<file path="config.mk">
export PLATFORM = sky130hd
export DESIGN_NAME = branch_predict_unit
export DESIGN_NICKNAME = d
export VERILOG_FILES = /design/src/bpu_pkg.sv /design/src/cla_16bit.sv /design/src/branch_control.sv /design/src/branch_history_table.sv /design/src/branch_target_buffer.sv /design/src/branch_predict_unit.sv
export VERILOG_INCLUDE_DIRS = /design/src
export SDC_FILE = /design/constraint.sdc
export NUM_CORES = 1
export LEC_CHECK = 0
export ABC_AREA = 1
export BUFFER_PORTS_ARGS = -buffer_cell sky130_fd_sc_hd__buf_2
export CAP_MARGIN = 20
export CORE_AREA = 2 2 218 220
export DETAILED_ROUTE_END_ITERATION = 10
export DIE_AREA = 0 0 220 222
export HOLD_SLACK_MARGIN = 0.12
export PLACE_DENSITY_LB_ADDON = 0.12
export SYNTH_ARGS = -nofsm -noshare
export SYNTH_HDL_FRONTEND = slang
export SYNTH_SLANG_ARGS = --single-unit
</file>
<file path="constraint.sdc">
create_clock -name clk -period 6.08 [get_ports clk]
set_input_delay 1.216 -clock clk [delete_from_list [all_inputs] [get_ports clk]]
set_output_delay 1.216 -clock clk [all_outputs]
set_load 0.02 [all_outputs]
</file>
<file path="src/bpu_config.svh">
`ifndef BPU_CONFIG_SVH
`define BPU_CONFIG_SVH

//////////////////////////////////////////////////////////////
// Branch predictor sizing
//////////////////////////////////////////////////////////////

// Data and address width of the CPU
`define BPU_XLEN 16

// Table index width, PC bits [4:1] select the entry
`define BPU_IDX_W 4

// Number of entries in the BHT and the BTB
`define BPU_DEPTH (1 << `BPU_IDX_W)

// BTB tag holds the PC bits above the index
`define BPU_TAG_W (`BPU_XLEN - `BPU_IDX_W - 1)

// Counter value after reset: weakly not taken
`define BPU_CTR_INIT 2'b01

`endif

</file>
<file path="src/bpu_pkg.sv">
`include "bpu_config.svh"

package bpu_pkg;

  //////////////////////////////////////////////////////////////
  // Encodings
  //////////////////////////////////////////////////////////////

  // Branch condition codes, encoding order matches the ISA
  typedef enum logic [2:0] {
    NEQ    = 3'b000, // Z = 0
    EQ     = 3'b001, // Z = 1
    GT     = 3'b010, // Z = N = 0
    LT     = 3'b011, // N = 1
    GTE    = 3'b100, // Z = 1 or Z = N = 0
    LTE    = 3'b101, // Z = 1 or N = 1
    OVFL   = 3'b110, // V = 1
    UNCOND = 3'b111  // Always
  } cond_code_e;

  // 2-bit saturating counter states, MSB set means predict taken
  typedef enum logic [1:0] {
    STRONG_NT = 2'b00,
    WEAK_NT   = 2'b01,
    WEAK_T    = 2'b10,
    STRONG_T  = 2'b11
  } ctr_state_e;

  //////////////////////////////////////////////////////////////
  // Bundles
  //////////////////////////////////////////////////////////////

  typedef struct packed {
    logic z; // Zero
    logic v; // Overflow
    logic n; // Negative
  } flags_t;

  // One branch candidate from decode
  typedef struct packed {
    cond_code_e            cond;             // Condition code
    logic [8:0]            offset;           // Signed word offset
    flags_t                flags;            // Flags seen by this branch
    logic [`BPU_XLEN-1:0]  rs_data;          // Target for BR
    logic                  br;               // BR (register) vs B (offset)
    logic                  branch;           // Candidate is a branch at all
    logic [`BPU_XLEN-1:0]  pc_next;          // PC+2 of the candidate
    logic [`BPU_XLEN-1:0]  predicted_target; // What fetch assumed
  } resolve_req_t;

  // Outcome handed back to the pipeline
  typedef struct packed {
    logic [`BPU_XLEN-1:0] actual_target; // Where fetch should be
    logic                 taken;
    logic                 mispredicted;  // Redirect fetch when set
    logic [`BPU_XLEN-1:0] pc_next;
  } resolve_res_t;

  // Writes into the BHT and the BTB
  typedef struct packed {
    logic [`BPU_XLEN-1:0] pc;     // Address of the branch itself
    logic                 taken;  // Counter direction
    logic [`BPU_XLEN-1:0] target; // Computed target for the BTB
    logic                 wen_bht;
    logic                 wen_btb;
  } table_update_t;

endpackage

</file>
<file path="src/cla_16bit.sv">
`timescale 1ns/1ps
`default_nettype none

// Two-level carry-lookahead adder, four 4-bit groups
module cla_16bit (
  input  logic [15:0] a,
  input  logic [15:0] b,
  input  logic        sub,  // a - b when set
  output logic [15:0] sum,
  output logic        cout
);

  logic [15:0] b_eff;  // b, inverted for subtract
  logic [15:0] p;      // Bit propagate
  logic [15:0] g;      // Bit generate
  logic [15:0] c;      // Carry into each bit
  logic [3:0]  gg;     // Group generate
  logic [3:0]  gp;     // Group propagate
  logic [4:0]  gc;     // Carry into each group, gc[4] is carry out

  assign b_eff = b ^ {16{sub}};
  assign p     = a ^ b_eff;
  assign g     = a & b_eff;

  //////////////////////////////////////////////////////////////
  // First level: group terms and carries inside each group
  //////////////////////////////////////////////////////////////
  always_comb begin
    for (int k = 0; k < 4; k++) begin
      gg[k] = g[4*k+3] | (p[4*k+3] & g[4*k+2]) | (p[4*k+3] & p[4*k+2] & g[4*k+1]) |
              (p[4*k+3] & p[4*k+2] & p[4*k+1] & g[4*k]);
      gp[k] = &p[4*k +: 4];
      c[4*k]   = gc[k];                                             // Group carry in
      c[4*k+1] = g[4*k] | (p[4*k] & gc[k]);
      c[4*k+2] = g[4*k+1] | (p[4*k+1] & g[4*k]) | (p[4*k+1] & p[4*k] & gc[k]);
      c[4*k+3] = g[4*k+2] | (p[4*k+2] & g[4*k+1]) | (p[4*k+2] & p[4*k+1] & g[4*k]) |
                 (p[4*k+2] & p[4*k+1] & p[4*k] & gc[k]);
    end
  end

  //////////////////////////////////////////////////////////////
  // Second level: lookahead across groups
  //////////////////////////////////////////////////////////////
  assign gc[0] = sub;                                           // +1 completes two's complement
  assign gc[1] = gg[0] | (gp[0] & gc[0]);
  assign gc[2] = gg[1] | (gp[1] & gg[0]) | (gp[1] & gp[0] & gc[0]);
  assign gc[3] = gg[2] | (gp[2] & gg[1]) | (gp[2] & gp[1] & gg[0]) |
                 (gp[2] & gp[1] & gp[0] & gc[0]);
  assign gc[4] = gg[3] | (gp[3] & gg[2]) | (gp[3] & gp[2] & gg[1]) |
                 (gp[3] & gp[2] & gp[1] & gg[0]) | (gp[3] & gp[2] & gp[1] & gp[0] & gc[0]);

  assign sum  = p ^ c;
  assign cout = gc[4];

endmodule

`default_nettype wire

</file>
<file path="src/branch_control.sv">
`timescale 1ns/1ps
`default_nettype none
`include "bpu_config.svh"

// Resolves one decode-stage branch and forms the table writes
module branch_control (
  input  bpu_pkg::resolve_req_t  req,
  output bpu_pkg::resolve_res_t  res,
  output bpu_pkg::table_update_t upd
);

  logic [`BPU_XLEN-1:0] sext_offset;     // Offset widened to 16 bits
  logic [`BPU_XLEN-1:0] shifted_offset;  // Word offset to byte offset
  logic [`BPU_XLEN-1:0] pc_b;            // PC+2 plus offset, for B
  logic [`BPU_XLEN-1:0] pc_branch;       // Computed target, B or BR
  logic [`BPU_XLEN-1:0] branch_pc;       // Address of the branch itself
  logic                 taken_cond;      // Condition holds on the flags
  logic                 branch_taken;
  logic                 target_miss;     // BTB held a different target

  //////////////////////////////////////////////////////////////
  // Target arithmetic
  //////////////////////////////////////////////////////////////
  assign sext_offset    = {{(`BPU_XLEN-9){req.offset[8]}}, req.offset};
  assign shifted_offset = {sext_offset[`BPU_XLEN-2:0], 1'b0};

  cla_16bit target_adder (
    .a    (req.pc_next),
    .b    (shifted_offset),
    .sub  (1'b0),
    .sum  (pc_b),
    .cout ()                    // Address wraps, carry unused
  );

  // Step back from PC+2 to the branch's own PC for table indexing
  cla_16bit pc_adder (
    .a    (req.pc_next),
    .b    (`BPU_XLEN'd2),
    .sub  (1'b1),
    .sum  (branch_pc),
    .cout ()
  );

  //////////////////////////////////////////////////////////////
  // Condition evaluation
  //////////////////////////////////////////////////////////////
  always_comb begin
    case (req.cond)
      bpu_pkg::NEQ:    taken_cond = ~req.flags.z;
      bpu_pkg::EQ:     taken_cond = req.flags.z;
      bpu_pkg::GT:     taken_cond = ~req.flags.z & ~req.flags.n;
      bpu_pkg::LT:     taken_cond = req.flags.n;
      bpu_pkg::GTE:    taken_cond = req.flags.z | (~req.flags.z & ~req.flags.n);
      bpu_pkg::LTE:    taken_cond = req.flags.z | req.flags.n;
      bpu_pkg::OVFL:   taken_cond = req.flags.v;
      bpu_pkg::UNCOND: taken_cond = 1'b1;
      default:         taken_cond = 1'b0;  // Unreachable for a 3-bit code
    endcase
  end

  // Resolution
  assign pc_branch    = req.br ? req.rs_data : pc_b;       // BR uses the register
  assign branch_taken = req.branch & taken_cond;
  assign target_miss  = (req.predicted_target != pc_branch);

  assign res.actual_target = branch_taken ? pc_branch : req.pc_next;
  assign res.taken         = branch_taken;
  assign res.mispredicted  = (req.predicted_target != res.actual_target);
  assign res.pc_next       = req.pc_next;

  // Table writes
  assign upd.pc      = branch_pc;
  assign upd.taken   = branch_taken;
  assign upd.target  = pc_branch;                                // BTB keeps computed target
  assign upd.wen_bht = req.branch;                               // Train on every branch
  assign upd.wen_btb = req.branch & (taken_cond | target_miss);

endmodule

`default_nettype wire

</file>
<file path="src/branch_history_table.sv">
`timescale 1ns/1ps
`default_nettype none
`include "bpu_config.svh"

// Direct-indexed table of 2-bit saturating counters
module branch_history_table (
  input  logic                   clk,
  input  logic                   reset,
  input  logic [`BPU_XLEN-1:0]   rd_pc,     // Fetch PC
  output logic                   rd_taken,  // Predict taken
  input  bpu_pkg::table_update_t upd,
  input  logic                   upd_en     // Request accepted this edge
);

  bpu_pkg::ctr_state_e  ctr [`BPU_DEPTH];
  logic [`BPU_IDX_W-1:0] rd_idx;
  logic [`BPU_IDX_W-1:0] wr_idx;
  bpu_pkg::ctr_state_e  ctr_cur;            // Counter being trained
  bpu_pkg::ctr_state_e  ctr_nxt;

  // Halfword aligned PCs, bit 0 is never part of the index
  assign rd_idx = rd_pc[`BPU_IDX_W:1];
  assign wr_idx = upd.pc[`BPU_IDX_W:1];

  //////////////////////////////////////////////////////////////
  // Lookup
  //////////////////////////////////////////////////////////////
  assign rd_taken = (ctr[rd_idx] == bpu_pkg::WEAK_T) ||
                    (ctr[rd_idx] == bpu_pkg::STRONG_T);

  //////////////////////////////////////////////////////////////
  // Training
  //////////////////////////////////////////////////////////////
  assign ctr_cur = ctr[wr_idx];

  // One step toward the outcome, held at the ends
  always_comb begin
    ctr_nxt = ctr_cur;
    case (ctr_cur)
      bpu_pkg::STRONG_NT: ctr_nxt = upd.taken ? bpu_pkg::WEAK_NT : bpu_pkg::STRONG_NT;
      bpu_pkg::WEAK_NT:   ctr_nxt = upd.taken ? bpu_pkg::WEAK_T : bpu_pkg::STRONG_NT;
      bpu_pkg::WEAK_T:    ctr_nxt = upd.taken ? bpu_pkg::STRONG_T : bpu_pkg::WEAK_NT;
      bpu_pkg::STRONG_T:  ctr_nxt = upd.taken ? bpu_pkg::STRONG_T : bpu_pkg::WEAK_T;
      default:            ctr_nxt = bpu_pkg::ctr_state_e'(`BPU_CTR_INIT);
    endcase
  end

  always_ff @(posedge clk) begin
    if (reset) begin
      for (int i = 0; i < `BPU_DEPTH; i++) begin
        ctr[i] <= bpu_pkg::ctr_state_e'(`BPU_CTR_INIT);  // Weakly not taken
      end
    end else if (upd_en && upd.wen_bht) begin
      ctr[wr_idx] <= ctr_nxt;
    end
  end

endmodule

`default_nettype wire

</file>
<file path="src/branch_target_buffer.sv">
`timescale 1ns/1ps
`default_nettype none
`include "bpu_config.svh"

// Direct-mapped, tagged branch target store
module branch_target_buffer (
  input  logic                   clk,
  input  logic                   reset,
  input  logic [`BPU_XLEN-1:0]   rd_pc,      // Fetch PC
  output logic                   hit,        // Valid entry with matching tag
  output logic [`BPU_XLEN-1:0]   rd_target,
  input  bpu_pkg::table_update_t upd,
  input  logic                   upd_en      // Request accepted this edge
);

  logic [`BPU_TAG_W-1:0] tag_mem [`BPU_DEPTH];
  logic [`BPU_XLEN-1:0]  tgt_mem [`BPU_DEPTH];
  logic [`BPU_DEPTH-1:0] valid;

  logic [`BPU_IDX_W-1:0] rd_idx;
  logic [`BPU_TAG_W-1:0] rd_tag;
  logic [`BPU_IDX_W-1:0] wr_idx;
  logic [`BPU_TAG_W-1:0] wr_tag;
  logic                  wr_en;

  //////////////////////////////////////////////////////////////
  // Address split
  //////////////////////////////////////////////////////////////
  // PC = {tag, index, 1'b0}
  assign rd_idx = rd_pc[`BPU_IDX_W:1];
  assign rd_tag = rd_pc[`BPU_XLEN-1:`BPU_IDX_W+1];
  assign wr_idx = upd.pc[`BPU_IDX_W:1];
  assign wr_tag = upd.pc[`BPU_XLEN-1:`BPU_IDX_W+1];

  assign wr_en = upd_en & upd.wen_btb;

  //////////////////////////////////////////////////////////////
  // Lookup
  //////////////////////////////////////////////////////////////
  assign hit       = valid[rd_idx] && (tag_mem[rd_idx] == rd_tag);
  assign rd_target = tgt_mem[rd_idx];  // Only meaningful on hit

  //////////////////////////////////////////////////////////////
  // Write
  //////////////////////////////////////////////////////////////
  // Valid bits are control state
  always_ff @(posedge clk) begin
    if (reset) begin
      valid <= '0;
    end else if (wr_en) begin
      valid[wr_idx] <= 1'b1;
    end
  end

  // Tag and target storage, qualified by valid
  always_ff @(posedge clk) begin
    if (wr_en) begin
      tag_mem[wr_idx] <= wr_tag;
      tgt_mem[wr_idx] <= upd.target;
    end
  end

endmodule

`default_nettype wire

</file>
<file path="src/branch_predict_unit.sv">
`timescale 1ns/1ps
`default_nettype none
`include "bpu_config.svh"

// Branch prediction and resolution subsystem
module branch_predict_unit (
  input  logic                  clk,
  input  logic                  reset,

  // Fetch lookup, same cycle
  input  logic [`BPU_XLEN-1:0]  fetch_pc,
  output logic [`BPU_XLEN-1:0]  predicted_pc,

  // Decode-stage branch candidate
  input  bpu_pkg::resolve_req_t resolve_req,
  input  logic                  resolve_valid,
  output logic                  resolve_ready,

  // Resolution back to the pipeline
  output bpu_pkg::resolve_res_t result,
  output logic                  result_valid,
  input  logic                  result_ready
);

  logic [`BPU_XLEN-1:0]   fetch_seq;   // Fall-through fetch address
  logic                   bht_taken;
  logic                   btb_hit;
  logic [`BPU_XLEN-1:0]   btb_target;
  bpu_pkg::resolve_res_t  res;         // Combinational resolution
  bpu_pkg::table_update_t upd;
  logic                   accept;      // Request handshake completes

  //////////////////////////////////////////////////////////////
  // Fetch prediction
  //////////////////////////////////////////////////////////////
  assign fetch_seq = fetch_pc + `BPU_XLEN'd2;

  branch_history_table bht (
    .clk      (clk),
    .reset    (reset),
    .rd_pc    (fetch_pc),
    .rd_taken (bht_taken),
    .upd      (upd),
    .upd_en   (accept)
  );

  branch_target_buffer btb (
    .clk       (clk),
    .reset     (reset),
    .rd_pc     (fetch_pc),
    .hit       (btb_hit),
    .rd_target (btb_target),
    .upd       (upd),
    .upd_en    (accept)
  );

  // Redirect only when the counter says taken and the BTB knows where
  assign predicted_pc = (bht_taken && btb_hit) ? btb_target : fetch_seq;

  //////////////////////////////////////////////////////////////
  // Resolution
  //////////////////////////////////////////////////////////////
  branch_control ctrl (
    .req (resolve_req),
    .res (res),
    .upd (upd)
  );

  // One-entry result slot, free when empty or draining this cycle
  assign resolve_ready = !result_valid || result_ready;
  assign accept        = resolve_valid && resolve_ready;

  always_ff @(posedge clk) begin
    if (reset) begin
      result_valid <= 1'b0;
    end else if (accept) begin
      result_valid <= 1'b1;             // Back-to-back when draining
    end else if (result_ready) begin
      result_valid <= 1'b0;
    end
  end

  // Payload only loads on accept, so it holds while stalled
  always_ff @(posedge clk) begin
    if (accept) begin
      result <= res;
    end
  end

endmodule

`default_nettype wire

</file>
==> out/metrics.csv, run 1 <==
metric;value;unit
final wirelength;63810;um
Final Wtd Congestion;0.9143;
Unique masters post-synth;51;
Clock Pin Slew Worst Setup and Hold Paths;0.06;ns
CP max-delay cell;buf_12;
CTS tree;built;
crit-path leading delay family;simple AND/OR/NAND/NOR gates;
CTS max path bufs;3;
met2 Resource Use GR;0.4051;
# resized after CTS;0;
Clk pwr share;0.389;
Mapped Nets;2201;
Commonest cells post-synth;498 x edfxtp_1, 339 x nor2_1, 282 x nand2_1;
Net Sw Power;1.957;mW
Synth top area share;0.6502;
unrepaired setup endpoints after global routing;false;
CP Depth;12;
Setup crit start kind;input pin;
Global Route met3 Usage;0.05665;
vias post-DR;16390;
Via density;5.678;
reg2reg start;bht.ctr[3][1];
Avg Synthesized Cell Area;11.00;sq um
cts hold-fix bufs;0;
Total Power;7.884;mW
Die ar.;48840;sq um
power per cell area;300.9;nW/um^2
Crit Path Class;input pin to primary output;
largest net degree at the start of global routing;143;
area grow syn2layout;13.91;%
top-count cell post-synth;edfxtp_1;
ANT nets after route;0;
WL per Instance;22.11;um
clk_lat worst skew;0.61;ns
Post-CTS Repair Setup Buffers;0;
worst-path cell chain;buf_6, buf_12, nand3_1, nand2_1, a31oi_1, o21ai_0, nand3_1, nand3b_1, nor2_4, nand2_4, o21ai_1, buf_2;
setup violators final;0;
io pins;137;
Most used DFF post-synth;edfxtp_1;
FF-to-FF setup slack;3.68;ns
most used cell, CP;nand3_1;
crit-path max cell delay;0.51;ns
data arrival time of the worst path;4.10;ns
leakage power figure;9.723;nW
Sw Share;0.2482;
sequential area share after synthesis;0.6650;
max cap viols;0;
TritonCTS Buffers;53;
final net count;2346;
antenna violations before repair;6;
Buffers on Ports;136;
Layout Skew;0.01593;ns
dominant cell type by area after synthesis;edfxtp_1;
Seq pwr share;0.507;
DRT Pass-1 Iters;7;
hpwl dp;38790;um
Syn Std Cell Area;23000;sq um
CTS Root Cell;clkbuf_16;
first-pass GRT wire length;95990;um
proportion of power drawn by combinational gates;0.103;
Sink Count;515;
H-Tree Level Count;2;
Post-Syn Instances;2090;
#FFs+latches synth;515;
Remaining Overflow, GRT;0;
Final Hold Fails;0;
TNS Setup;0;ns
initial DRC count;1638;
Critical Path Sink Type;primary output;
critical path fanouts, max;142;
Setup crit start;fetch_pc[1];
Die W;220;um
worst rel slew slack;0.4037;
chip height;222;um
ys async rst share;0;
Reg2Reg Depth;11;
busiest layer in global routing;met2;
worst slew pin tran;0.8850;ns
Tot GR Track Use;0.2634;
core area;46260;sq um
Initial Util;0.4972;
status;finished, final reports clean;
Critical Path RT;4.86;ns
Synth area leaders;edfxtp_1 65%, nor2_1 5.5%, o21ai_0 5.5%, nand2_1 4.6%, inv_1 3.1%;
P_int;5.927;mW
layout cells sized above 1;0.1269;
met1 Usage GRT;0.3723;
Final min period;5.319;ns
Tcrit/Tclk final;0.8748;
DRC violations left;0;
capture point of the worst reg-to-reg path;bht.ctr[11][0];
Yosys warnings;0;
final hold slack;0.4571;ns
Fmax;0.1880;GHz
Site Rows;79;
Min-Delay Path Class;register to register;
Buf/Inv on CP;3;
number of global-route vias before repair;15890;
Critical Path Sink;predicted_pc[5];
Post-synth EDFFs;498;
maximum VDD drop;0.2543;mV
fin. max-slew vios;0;
[worst register-to-register path: cells and delay by family (launching register included)]
kind / cells / cell delay, ns
flops: 1 / 0.37
buf+inv: 3 / 0.53
simple gates: 4 / 0.28
compound gates: 4 / 0.97
[cells in the final DEF (no fill, tap or decap), drive strengths merged, types with 3 or more instances in the layout]
master	count
o211a	6
and3	3
nand3b	4
o21ai	273
edfxtp	498
o22ai	65
a221oi	10
dfxtp	17
nand2	284
a32o	9
xnor2	6
nand3	95
nor3	6
nand4	9
xor2	30
o211ai	20
a21oi	40
or2	6
ha	22
fa	4
clkinv	22
inv	193
a31oi	6
clkbuf	72
o221ai	24
nor2	342
buf	198
[how the worst min path moves through the flow]
stage / startpoint / depth (start not counted) / endpoint / slack [ns]
6_report: btb.valid[1] / 2 / btb.valid[1] / 0.46
5_1_grt: btb.valid[6] / 2 / btb.valid[6] / 0.48
4_1_cts: btb.valid[10] / 2 / btb.valid[10] / 0.45
3_5_place_dp: btb.valid[10] / 2 / btb.valid[10] / 0.44
3_3_place_gp: btb.valid[4] / 2 / btb.valid[4] / 0.44
2_1_floorplan: btb.valid[10] / 2 / btb.valid[10] / 0.43
[state kept, by name (all words and copies together) (netlist names)]
| register | count |
|---|---|
| result | 34 |
| bht.ctr | 32 |
| result_valid | 1 |
| btb.valid | 16 |
| btb.tgt_mem | 256 |
| btb.tag_mem | 176 |
[logic make-up after synthesis]
group                      Yosys count  synth area share
and+or+nand+nor                    750            0.1327
AOI/OAI and AO/OA                  462            0.1175
xor gates and xnor gates            36           0.01371
buffers and inverters              301           0.05565
adders and majority gates           26           0.01545
DFF                                515            0.6650
[layout make-up]
class                           count  area, sq um
Tap cell                          607        759.5
Sequential cell                   515        15290
Antenna cell                        1        2.502
Clock inverter                     26        201.4
Inverter                          193        729.5
Fill cell                        3876        20060
Multi-Input combinational cell   1274         6425
Clock buffer                       72         1408
Timing Repair Buffer              198         1379
[power by group through the flow]
stage	clock, mW	sequential [mW]	combinational [mW]
2_1_floorplan	0	4.09	0.470
3_3_place_gp	0	4.08	0.795
3_5_place_dp	0	4.08	0.808
4_1_cts	3.11	4.00	0.812
5_1_grt	3.25	4.00	0.897
6_report	3.07	4.00	0.813
[per-stage QoR]
step	util	area [sq um]	instances	setup WS, ns
after global placement	0.5308	24550	2784	0.8616
after global routing	0.5663	26200	2885	0.4486
after CTS	0.5663	26200	2885	0.8288
final	0.5663	26200	2886	0.7613
after floorplan	-	23000	2090	1.016
after detailed placement	0.5315	24590	2787	0.8304
[layer usage]
metal	up-vias	routed length (um)
met1	7958	27410
met3	113	5602
met4	4	1775
met5	-	27
met2	673	28990
li1	7640	-
Power figures use the tool's default switching activity.
==> inputs of run 2 (changes only) <==
==> constraint.sdc (replaced) <==
create_clock -name clk -period 6.08 [get_ports clk]
set_input_delay 0.608 -clock clk [delete_from_list [all_inputs] [get_ports clk]]
set_output_delay 0.608 -clock clk [all_outputs]
set_load 0.02 [all_outputs]
==> out/metrics.csv, run 2 (same netlist as run 1, synthesis figures left out) <==
metric;value;unit;change
DP Area;24300;sq um;-1.2%
unrepaired setup endpoints after global routing;false;;
clk_lat worst skew;0.61;ns;about the same
CTS Root Cell;clkbuf_16;;
Critical Path RT;5.47;ns;+0.61 ns
CP max-delay cell;buf_4;;
initial DRC count;1556;;-5.0%
max reg flops;256;;unchanged
Clock Pin Slew Worst Setup and Hold Paths;0.06;ns;about the same
data arrival time of the worst path;3.87;ns;-0.23 ns
Buffers on Ports;136;;unchanged
H-Tree Level Count;2;;unchanged
worst slew pin tran;1.038;ns;+0.1527 ns
DRC violations left;0;;unchanged
vias post-DR;16320;;-0.39%
diode count;0;;-1
Worst Slack Setup Final;1.599;ns;+0.8380 ns
Setup crit start kind;input pin;;
layout cells sized above 1;0.1212;;-0.005680
Min-Delay Path Class;input pin to register;;
end-of-flow core utilization;0.5600;;-0.006357
# resized after CTS;0;;unchanged
crit-path max cell delay;0.67;ns;+0.16 ns
final wirelength;61280;um;-4.0%
hpwl dp;38080;um;-1.8%
Remaining Overflow, GRT;0;;unchanged
Critical Path Sink Type;primary output;;
Initial Util;0.4972;;unchanged
Final Instance Count excl. Fillers;2868;;-0.62%
Fmax;0.2232;GHz;+19%
Tot GR Track Use;0.2528;;-0.01060
worst rel slew slack;0.3074;;-0.09632
Total Power;7.840;mW;-0.56%
critical path fanouts, max;108;;-24%
antenna violations before repair;3;;-3
Site Rows;79;;unchanged
CTS tree;built;;
Tcrit/Tclk final;0.7370;;-0.1378
fin. max-slew vios;0;;unchanged
TritonCTS Buffers;53;;unchanged
most used cell, CP;nand2_1;;
chip height;222;um;unchanged
DRT Pass-1 Iters;7;;unchanged
power per cell area;302.6;nW/um^2;+0.57%
maximum VDD drop;0.2045;mV;-20%
Die ar.;48840;sq um;unchanged
largest net degree at the start of global routing;109;;-24%
Die W;220;um;unchanged
worst-path cell chain;buf_6, buf_4, o21ai_0, o22ai_1, nand2_1, nand2_1, inv_1, nand3_1, and3_1, nand2_1, nor2_4, nand2_4, o21ai_1, buf_2;;
io pins;137;;unchanged
TNS Setup;0;ns;unchanged
multi-input logic area;6432;sq um;+0.12%
cts hold-fix bufs;0;;unchanged
first-pass GRT wire length;92660;um;-3.5%
cell count after placement;2772;;-0.54%
Final Wtd Congestion;0.8871;;-3.0%
Final min period;4.481;ns;-0.8380 ns
ANT nets after route;0;;unchanged
leakage power figure;9.606;nW;-1.2%
number of global-route vias before repair;15750;;-0.90%
status;finished, final reports clean;;
area grow syn2layout;12.63;%;
setup violators final;0;;unchanged
Top reg by flops;btb.tgt_mem;;
Via density;5.692;;+0.23%
final hold slack;0.2169;ns;-0.2402 ns
Post-CTS Repair Setup Buffers;0;;unchanged
Crit Path Class;input pin to primary output;;
commonest non-fill, non-tap cells in the layout;498 x edfxtp_1, 339 x nor2_1, 282 x nand2_1;;
Final Hold Fails;0;;unchanged
setup slack at placement;1.401;ns;+0.5707 ns
Layout Skew;0.01362;ns;-0.002306 ns
biggest regs;btb.tgt_mem (256), btb.tag_mem (176), result (34);;
Sink Count;515;;unchanged
commonest non-fill, non-tap cell in the layout;edfxtp_1;;
core area;46260;sq um;unchanged
CTS max path bufs;3;;unchanged
WL per Instance;21.37;um;-3.4%
Reg area;15290;sq um;unchanged
Fill cells;3949;;+1.9%
fin area;25900;sq um;-1.1%
max cap viols;0;;unchanged
crit-path leading delay family;buffers and inverters;;
Buf/Inv on CP;4;;+1
final net count;2331;;-0.64%
-- run 2: changes by cell type in the layout (fill, tap and decap cells not counted) --
cell	previous run	this run
clkbuf_1	18	21
clkbuf_8	1	2
clkinv_2	7	6
xor2_2	0	1
buf_12	17	1
clkinv_1	12	8
clkinvlp_4	2	1
xor2_1	30	29
buf_4	43	44
buf_16	0	1
diode_2	1	0
buf_6	4	3
-- run 2: final cells by class --
class                   count  area share
flip-flops and latches    515      0.5904
multi-input cells        1274      0.2483
clock buffers              76     0.05530
repair buffers            183     0.04178
well taps                 607     0.02932
inverters                 193     0.02816
clock inverters            20    0.006714
-- run 2: layer usage --
metal / routed length [um] / GRT usage
met1: 26580 / 0.3610
met2: 27950 / 0.3919
met3: 5052 / 0.04966
met4: 1701 / 0.07837
met5: 0 / 0
-- run 2: worst reg2reg max path, delay by kind of cell (launching register included) --
kind / cells / cell delay [ns]
AO/OA/AOI/OAI: 4 / 0.80
buffers and inverters: 3 / 0.52
flip-flops: 1 / 0.35
AND/OR/NAND/NOR: 4 / 0.30
-- run 2: path summary, 6_finish.rpt --
path                            cells past startpoint             from         endpoint  slack [ns]
worst max register to register                     11    bht.ctr[7][1]   bht.ctr[13][0]        3.87
worst min-delay path                                1  resolve_req[16]        result[0]        0.22
worst max-delay path                               14      fetch_pc[1]  predicted_pc[2]        1.60
worst min register to register                      2    btb.valid[15]    btb.valid[15]        0.45
-- run 2: power by group --
part           switching (mW)  internal (mW)
combinational           0.572          0.220
sequential             0.0147           3.99
clock                    1.32           1.72
total                    1.91           5.93
